## src/firPkg.sv

```systemverilog
`default_nettype none

package firPkg;

    // Filter geometry
    localparam int TAPS         = 16;
    localparam int HALF_TAPS    = 8;
    localparam int DECIMATION   = 4;
    localparam int FILL_STROBES = TAPS / DECIMATION;

    // Datapath widths
    localparam int COEFF_W = 10;
    localparam int HALF_W  = 13;
    localparam int ACC_W   = 14;
    localparam int OUT_W   = 12;

    // Wishbone widths
    localparam int WB_ADR_W = 4;
    localparam int WB_DAT_W = 16;

    typedef logic signed [COEFF_W-1:0]       coeff_t;
    typedef logic [HALF_TAPS*COEFF_W-1:0]    coeffBank_t;
    typedef logic [HALF_TAPS-1:0]            taps_t;
    typedef logic signed [HALF_W-1:0]        halfSum_t;
    typedef logic signed [ACC_W-1:0]         acc_t;
    typedef logic [OUT_W-1:0]                sample_t;
    typedef logic [WB_ADR_W-1:0]             wbAdr_t;
    typedef logic [WB_DAT_W-1:0]             wbDat_t;

    // Master to slave
    typedef struct packed {
        logic   cyc;
        logic   stb;
        logic   we;
        wbAdr_t adr;
        wbDat_t dat;
    } wbReq_t;

    // Slave to master
    typedef struct packed {
        logic   ack;
        wbDat_t dat;
    } wbRsp_t;

endpackage

`default_nettype wire

```

## src/coeffRegs.sv

```systemverilog
`default_nettype none

module coeffRegs (
    input  logic               clk,
    input  logic               arstN,
    input  firPkg::wbReq_t     wbReq,
    output firPkg::wbRsp_t     wbRsp,
    output firPkg::coeffBank_t lookaheadCoeffs,
    output firPkg::coeffBank_t lookbackCoeffs
);
    import firPkg::*;

    localparam int NUM_COEFFS = 2 * HALF_TAPS;

    coeff_t coeffMem [NUM_COEFFS];
    logic   ackQ;
    wbDat_t rdDatQ;
    logic   reqHit;

    // New request only, so ack never repeats for one cycle
    assign reqHit = wbReq.cyc && wbReq.stb && !ackQ;

    always_ff @(posedge clk or negedge arstN) begin
        if (!arstN) begin
            ackQ <= 1'b0;
        end else begin
            ackQ <= reqHit;
        end
    end

    always_ff @(posedge clk or negedge arstN) begin
        if (!arstN) begin
            for (int i = 0; i < NUM_COEFFS; i++) begin
                coeffMem[i] <= '0;
            end
        end else if (reqHit && wbReq.we) begin
            coeffMem[wbReq.adr] <= coeff_t'(wbReq.dat[COEFF_W-1:0]);
        end
    end

    // Read data, sign-extended to the bus width
    always_ff @(posedge clk) begin
        if (reqHit) begin
            rdDatQ <= {{(WB_DAT_W - COEFF_W){coeffMem[wbReq.adr][COEFF_W-1]}},
                       coeffMem[wbReq.adr]};
        end
    end

    assign wbRsp = '{ack: ackQ, dat: rdDatQ};

    // Registers 0..7 feed the lookahead half, 8..15 the lookback half
    always_comb begin
        for (int i = 0; i < HALF_TAPS; i++) begin
            lookaheadCoeffs[i*COEFF_W +: COEFF_W] = coeffMem[i];
            lookbackCoeffs[i*COEFF_W +: COEFF_W]  = coeffMem[HALF_TAPS + i];
        end
    end

endmodule

`default_nettype wire

```

## src/tapHistory.sv

```systemverilog
`default_nettype none

module tapHistory (
    input  logic          clk,
    input  logic          arstN,
    input  logic          bitIn,
    output firPkg::taps_t lookaheadTaps,
    output firPkg::taps_t lookbackTaps,
    output logic          tapsValid
);
    import firPkg::*;

    localparam int PHASE_W    = $clog2(DECIMATION);
    localparam int FILL_CNT_W = $clog2(FILL_STROBES + 1);

    logic [PHASE_W-1:0]    phase;
    logic                  strobe;
    logic [DECIMATION-2:0] collectBits;
    logic [TAPS-1:0]       history;
    logic [FILL_CNT_W-1:0] fillCnt;

    // Last phase of the window, the current bit completes the group
    assign strobe = (phase == PHASE_W'(DECIMATION - 1));

    always_ff @(posedge clk or negedge arstN) begin
        if (!arstN) begin
            phase     <= '0;
            fillCnt   <= '0;
            tapsValid <= 1'b0;
        end else begin
            phase     <= phase + 1'b1;
            tapsValid <= strobe && (fillCnt >= FILL_CNT_W'(FILL_STROBES - 1));
            if (strobe && (fillCnt != FILL_CNT_W'(FILL_STROBES))) begin
                fillCnt <= fillCnt + 1'b1;
            end
        end
    end

    // Bit 0 of history is the newest, age 0
    always_ff @(posedge clk) begin
        collectBits <= {collectBits[DECIMATION-3:0], bitIn};
        if (strobe) begin
            history <= {history[TAPS-DECIMATION-1:0], collectBits, bitIn};
        end
    end

    // Lookahead reversed, lookback in age order
    always_comb begin
        for (int i = 0; i < HALF_TAPS; i++) begin
            lookaheadTaps[i] = history[HALF_TAPS - 1 - i];
            lookbackTaps[i]  = history[HALF_TAPS + i];
        end
    end

endmodule

`default_nettype wire

```

## src/tapGroupSum.sv

```systemverilog
`default_nettype none

module tapGroupSum (
    input  logic               clk,
    input  logic               arstN,
    input  firPkg::taps_t      taps,
    input  firPkg::coeffBank_t coeffs,
    input  logic               inValid,
    output firPkg::halfSum_t   sum,
    output logic               sumValid
);
    import firPkg::*;

    localparam int GROUPS     = 2;
    localparam int GROUP_TAPS = HALF_TAPS / GROUPS;

    halfSum_t groupSum [GROUPS];
    halfSum_t partialQ [GROUPS];
    logic     partialValid;

    // Each tap adds or subtracts its coefficient
    always_comb begin : groupAdd
        coeff_t   c;
        halfSum_t term;
        int       idx;
        for (int g = 0; g < GROUPS; g++) begin
            groupSum[g] = '0;
            for (int j = 0; j < GROUP_TAPS; j++) begin
                idx  = g * GROUP_TAPS + j;
                c    = coeff_t'(coeffs[idx*COEFF_W +: COEFF_W]);
                term = {{(HALF_W - COEFF_W){c[COEFF_W-1]}}, c};
                if (taps[idx]) begin
                    groupSum[g] = groupSum[g] + term;
                end else begin
                    groupSum[g] = groupSum[g] - term;
                end
            end
        end
    end

    // Stage 1
    always_ff @(posedge clk) begin
        for (int g = 0; g < GROUPS; g++) begin
            partialQ[g] <= groupSum[g];
        end
    end

    // Stage 2
    always_ff @(posedge clk) begin
        sum <= partialQ[0] + partialQ[1];
    end

    // Valid tag alongside the data
    always_ff @(posedge clk or negedge arstN) begin
        if (!arstN) begin
            partialValid <= 1'b0;
            sumValid     <= 1'b0;
        end else begin
            partialValid <= inValid;
            sumValid     <= partialValid;
        end
    end

endmodule

`default_nettype wire

```

## src/outputScaler.sv

```systemverilog
`default_nettype none

module outputScaler (
    input  logic             clk,
    input  logic             arstN,
    input  firPkg::halfSum_t lookaheadSum,
    input  firPkg::halfSum_t lookbackSum,
    input  logic             inValid,
    output firPkg::sample_t  sampleOut,
    output logic             sampleValid
);
    import firPkg::*;

    acc_t total;
    acc_t totalQ;
    logic totalValid;

    assign total = {{(ACC_W - HALF_W){lookaheadSum[HALF_W-1]}}, lookaheadSum}
                 + {{(ACC_W - HALF_W){lookbackSum[HALF_W-1]}}, lookbackSum};

    always_ff @(posedge clk) begin
        totalQ <= total;
    end

    // Floor shift by dropping the low bits, then flip the sign bit for offset binary
    always_ff @(posedge clk or negedge arstN) begin
        if (!arstN) begin
            totalValid  <= 1'b0;
            sampleValid <= 1'b0;
            sampleOut   <= '0;
        end else begin
            totalValid  <= inValid;
            sampleValid <= totalValid;
            if (totalValid) begin
                sampleOut <= {~totalQ[ACC_W-1], totalQ[ACC_W-2 -: OUT_W-1]};
            end
        end
    end

endmodule

`default_nettype wire

```

## src/firDecimator.sv

```systemverilog
`default_nettype none

module firDecimator (
    input  logic            clk,
    input  logic            arstN,
    input  logic            bitIn,
    input  firPkg::wbReq_t  wbReq,
    output firPkg::wbRsp_t  wbRsp,
    output firPkg::sample_t sampleOut,
    output logic            sampleValid
);
    import firPkg::*;

    coeffBank_t lookaheadCoeffs;
    coeffBank_t lookbackCoeffs;
    taps_t      lookaheadTaps;
    taps_t      lookbackTaps;
    logic       tapsValid;
    halfSum_t   lookaheadResult;
    halfSum_t   lookbackResult;
    logic       halfValid;

    coeffRegs coeffRegs (
        .clk             (clk),
        .arstN           (arstN),
        .wbReq           (wbReq),
        .wbRsp           (wbRsp),
        .lookaheadCoeffs (lookaheadCoeffs),
        .lookbackCoeffs  (lookbackCoeffs)
    );

    tapHistory tapHistory (
        .clk           (clk),
        .arstN         (arstN),
        .bitIn         (bitIn),
        .lookaheadTaps (lookaheadTaps),
        .lookbackTaps  (lookbackTaps),
        .tapsValid     (tapsValid)
    );

    tapGroupSum lookaheadSum (
        .clk      (clk),
        .arstN    (arstN),
        .taps     (lookaheadTaps),
        .coeffs   (lookaheadCoeffs),
        .inValid  (tapsValid),
        .sum      (lookaheadResult),
        .sumValid (halfValid)
    );

    // Same timing as the lookahead unit, its tag is redundant
    tapGroupSum lookbackSum (
        .clk      (clk),
        .arstN    (arstN),
        .taps     (lookbackTaps),
        .coeffs   (lookbackCoeffs),
        .inValid  (tapsValid),
        .sum      (lookbackResult),
        .sumValid ()
    );

    outputScaler outputScaler (
        .clk          (clk),
        .arstN        (arstN),
        .lookaheadSum (lookaheadResult),
        .lookbackSum  (lookbackResult),
        .inValid      (halfValid),
        .sampleOut    (sampleOut),
        .sampleValid  (sampleValid)
    );

endmodule

`default_nettype wire

```

## config.mk

```make
export PLATFORM = sky130hd
export DESIGN_NAME = firDecimator
export DESIGN_NICKNAME = d
export VERILOG_FILES = /design/src/firPkg.sv /design/src/coeffRegs.sv /design/src/tapHistory.sv /design/src/tapGroupSum.sv /design/src/outputScaler.sv /design/src/firDecimator.sv
export SDC_FILE = /design/constraint.sdc
export NUM_CORES = 1
export LEC_CHECK = 0
export ABC_CLOCK_PERIOD_IN_PS = 6600
export BUFFER_PORTS_ARGS = -buffer_cell sky130_fd_sc_hd__buf_2
export CAP_MARGIN = 20
export CORE_MARGIN = 4
export CORE_UTILIZATION = 28
export DETAILED_ROUTE_END_ITERATION = 8
export GPL_ROUTABILITY_DRIVEN = 0
export PLACE_DENSITY_LB_ADDON = 0.12
export RECOVER_POWER = 50
export SKIP_LAST_GASP = 1
export SLEW_MARGIN = 20
export SYNTH_ARGS = -nofsm -noshare
export SYNTH_HDL_FRONTEND = slang
export SYNTH_SLANG_ARGS = --single-unit
```

## constraint.sdc

```tcl
create_clock -name clk -period 6.6 [get_ports clk]
set_clock_uncertainty 0.15 [all_clocks]
set_input_delay 0.33 -clock clk [delete_from_list [all_inputs] [get_ports clk]]
set_output_delay 0.33 -clock clk [all_outputs]
set_load 0.01 [all_outputs]
```

Word level (Yosys, flattened, before mapping):

Memory sizes are Yosys's and may differ from the RTL's.
Index checks and enable logic that the tools add are counted.

* $add $sub $neg: 33
* magnitude comparators: 3
* eq/ne operators: 2
* mux-type cells: 22
* bitwise logic cells: 2
* reduce and logical (&&, ||, !) cells: 7

Operator list (count)
* $mux 13: 16
* $bwmux 160: 1
* $add 13x10->13: 12
* $sub 13x10->13: 12
* $sub 1x10->11 const A: 4
* $bmux 10 s4: 1
* $demux 10 s4: 1
* $mux 10: 3
* $add 13x13->13: 2
* $add 13x13->14: 1
* $logic_and 1x1->1: 6
* $ge 5x5->1 const B: 1
* $lt 5x1->1 const B: 1
* $not 4->5: 1
* $add 3x1->3 const B: 1
* $ge 3x2->1 const B: 1
* $ne 3x3->1 const B: 1
* $add 2x1->2 const B: 1
* $eq 2x2->1 const B: 1
* $logic_not 1->1: 1
* $not 1->1: 1

* register bits after elaboration: 252
* bits in writable memories: 52
* output and inout bits: 30
* memories kept: 2

Memory list
* lookaheadSum.partialQ: words 2, bits a word 13, read ports 2, clocked after Yosys merged registers in 0, write ports 2, line tapGroupSum.sv:18 `halfSum_t partialQ [GROUPS];`
* lookbackSum.partialQ: words 2, bits a word 13, read ports 2, clocked after Yosys merged registers in 0, write ports 2, line tapGroupSum.sv:18

Depth between registers and ports, before layout:

* depth in word-level cells: 8
* mapped depth: 25
* gate-level depth less buffers: 25

By module:

A second synthesis with hierarchy kept.

* cells, all modules: 2070
* area total of the unflattened synthesis: 21536.9 um^2

Modules (own cells, without submodules)
* coeffRegs: instances 1, cells an instance 472, area an instance 7709.9 um^2
* tapGroupSum at lookbackSum: instances 1, cells an instance 729, area an instance 5895.7 um^2
* tapGroupSum at lookaheadSum: instances 1, cells an instance 722, area an instance 5873.1 um^2
* outputScaler: instances 1, cells an instance 106, area an instance 1239.9 um^2
* tapHistory: instances 1, cells an instance 41, area an instance 818.3 um^2

Worst setup path before layout:

No wires, ideal clock.

* kind: flip-flop to flip-flop
* start: register tapHistory.history[2]
* end: memory lookaheadSum.partialQ[0][25] (netlist bit)
* setup time: 121 ps
* arrival time: 4832 ps
* slack: 1497 ps
* cell stages (with the launch flop): 22
* path buffers: 1
* clock period less this slack: 5103 ps
* cells stage by stage: edfxtp_1 clkbuf_1 mux2_2 fa_1 a211o_1 o211ai_1 nand2b_1 a21oi_1 xnor2_1 ha_1 a21o_1 a31oi_1 o21bai_1 xor2_1 ha_1 a21o_1 a21oi_1 or4b_1 a31o_2 a21oi_1 xnor2_1 xnor2_1

RTL lines
* from (decl): line tapHistory.sv:19 `logic [TAPS-1:0] history;`
* from (signal assigned): line tapHistory.sv:43 `history <= {history[TAPS-DECIMATION-1:0], collectBits, bitIn};`
* to (decl): line tapGroupSum.sv:18

==> flow_summary.yaml <==
outcome:
  status: "finished with violations"
  violations: "capacitance limit, slew limit"
grt:
  grt_first_pass_wirelength_mm: 94.4
  grt_util_all_layers: 0.156
  grt_max_degree: 65
  antenna_found_initial: 8
  grt_overflow: 0
  grt_pass1_vias: 15526
worst_setup_path:
  critical-path-top-delay-family: "simple AND/OR/NAND/NOR gates"
  crit_path_start_kind: "register"
  critPathSlowestCell: "nor3b_1"
  path_max_fanout: 6
  crit_path_end_kind: "register"
  cp.arrival_ps: 5910
  crit_required_ps: 6900
  crit_type: "reg2reg"
  critPathBufInv: 1
  max_stage_delay_ps: 500
flow_run:
  cap_viol_max_count: 4
floorplan:
  core_area_sq_mm: 0.0747
  dieArea_sq_mm: 0.0800
  rows: 100
  chipWidth_um: 283
  io_pins: 56
  die_h_um: 283
  initial_core_util: 0.283
clocking:
  tritoncts: "yes"
  clock_sinks: 302
  post_cts_resized: 0
  post-cts-setup-buffer-count: 0
  clock-root-buffer: "clkbuf_16"
  insertion_delay_ps: 560
  clk_pin_slew_worst_paths_ps: 60
  cts-buffers-inserted: 39
  cts-htree-levels: 2
  cts_buffer_depth: 3
power:
  switching_power_mw: 5.79
  intPower_mw: 7.29
  clkPwrFrac: 0.163
  seqPwrFrac: 0.220
  leakagePower_nw: 10.6
  swShare: 0.442
  ir_drop_uv: 259
  power_density_mw_per_mm2: 553
  p_total_mw: 13.1
  combPwrFrac: 0.618
cells_and_area:
  fillers: 7645
  finalNonFillerCells: 3127
  fin_nets: 2364
  drive_gt1_frac: 0.150
  syn2layout_area_growth_pct: 12.0
sta:
  worst_pin_slew_ps: 3870
  clock.fmax_mhz: 178
  finalHoldViolations: 0
  finalSetupTns_ps: 0
  rsz0062_at_grt: "false"
  drv_slew: 206
  finalSetupViolations: 0
  finalCriticalPeriod_ps: 5610
  period_share: 0.850
  relSlewSlack: -1.58
route:
  antenna_left: 0
  dr.first_iter.drc_count: 781
  vias_per_cell: 4.95
  drc: 0
  post_drt_wl_per_cell_um: 19.8
  dr.pass1.iters: 5
  drt-total-wl_mm: 62.1
  vias: 15490
synthesis:
  async_flop_share: 0.606
  synth_common_cells: "200 x ha_1, 183 x dfrtp_1, 180 x nor2_1, 173 x mux2_2, 168 x a21oi_1"
  yosysTopAreaCell: "dfrtp_1"
  netlist.area_leader.share: 0.217
  post_synth_instance_area_sq_mm: 0.0211
  synth.avg_cell_area_sq_um: 10.2
  synth_seq_cells: 302
  ys.flop_type: "dfrtp_1"
  yosys_warnings: 0
  syn_nets: 2320
  synth_edf_count: 26
  synth_seq_area_share: 0.342
  yosysMostFrequentCell: "ha_1"
  synthTopCellsByArea: "dfrtp_1 22%, ha_1 12%, mux2_2 9.2%"
  synthCells: 2080
  synth.distinct_cells: 64
hold_path:
  hold_class: "in2reg"
placement:
  port_buffers: 49
  dp_cells: 3050
  dp_hpwl_mm: 48.1
through the flow:
step	util	setup WS [ps]	hold WS, ps	cell area [sq um]
6_report	0.317	990	147	23700
5_1_grt	0.317	444	153	23700
4_1_cts	0.318	897	33.5	23700
3_5_place_dp	0.300	936	186	22400
3_3_place_gp	0.300	933	189	22400
2_1_floorplan	-	1500	-116	21100
flip-flops by register name (all words and copies together) (netlist names):
register,flops
tapHistory.phase,2
lookbackSum.sum,13
coeffRegs.lookbackCoeffs,80
lookaheadSum.partialValid,1
outputScaler.sampleOut,12
tapHistory.history,16
tapHistory.tapsValid,1
outputScaler.sampleValid,1
outputScaler.totalValid,1
lookaheadSum.sum,13
tapHistory.collectBits,3
coeffRegs.rdDatQ,10
lookaheadSum.partialQ,26
tapHistory.fillCnt,3
outputScaler.totalQ,12
lookbackSum.partialQ,26
coeffRegs.lookaheadCoeffs,80
coeffRegs.ackQ,1
lookaheadSum.sumValid,1
cell families after synthesis:
kind of cell,share of synthesized area
compound gates,0.119
xor+xnor,0.127
fa+ha+maj,0.132
buf+inv,0.0304
flops,0.342
mux,0.146
simple gates,0.105
layout by cell type (no fill, tap or decap), drive strengths merged, types with 92 or more instances in the layout:
master / Yosys / layout
mux2: 173 / 173
xor2: 167 / 167
dfrtp: 183 / 183
ha: 200 / 200
a21oi: 168 / 168
xnor2: 130 / 130
inv: 101 / 103
dfxtp: 93 / 93
nor2: 180 / 180
clkbuf: 42 / 92
path summary, 6_finish.rpt:
kind | from | endpoint | slack, ps | cells after the start
hold reg to reg | lookaheadSum.partialValid | lookaheadSum.sumValid | 200 | 0
max in group asynchronous | arstN | coeffRegs.lookbackCoeffs[48] | 1510 | 3
min in group asynchronous | arstN | outputScaler.totalValid | 1520 | 2
setup / recovery | coeffRegs.lookaheadCoeffs[10] | lookaheadSum.partialQ[0][12] | 990 | 25
hold / removal | wbReq[0] | coeffRegs.lookbackCoeffs[10] | 150 | 3
setup reg to reg | coeffRegs.lookaheadCoeffs[10] | lookaheadSum.partialQ[0][12] | 990 | 25
layer usage:
metal  vias to the layer above  global-route usage  wire (um)
met5                         -                   0         61
met4                         8              0.0549       2020
met3                        88              0.0258       3010
met2                       310               0.244      27200
met1                      7526               0.220      29800
li1                       7558                   -          -
power groups by stage:
stage / clock network, mW / logic, mW / registers, mW
6_report: 2.13 / 8.08 / 2.87
4_1_cts: 2.22 / 8.18 / 2.88
2_1_floorplan: 0 / 6.00 / 2.75
3_3_place_gp: 0 / 8.07 / 2.91
3_5_place_dp: 0 / 8.12 / 2.91
5_1_grt: 2.29 / 9.05 / 2.93
what timing repair did:
item / CTS / global route
endpoints found under the hold margin: 63 / 0
setup endpoints to repair: 0 / 0
hold buffers: 2 / 0
worst min-delay path: cells and delay by family:
kind / cells / cell delay (ps)
compound gates: 1 / 70
buf+inv: 1 / 270
simple gates: 1 / 110
cell type report:
class | count | area [sq um] | share of cell area
inverter | 101 | 379 | 0.0160
timing repair buffer | 64 | 300 | 0.0127
clock inverter | 17 | 174 | 0.00735
clock buffer | 54 | 1090 | 0.0463
sequential | 302 | 7220 | 0.305
multi-input combinational | 1616 | 13300 | 0.561
antenna | 4 | 10.0 | 0.000423
tap | 969 | 1210 | 0.0512
No activity file was read; power rests on OpenSTA's default activity.
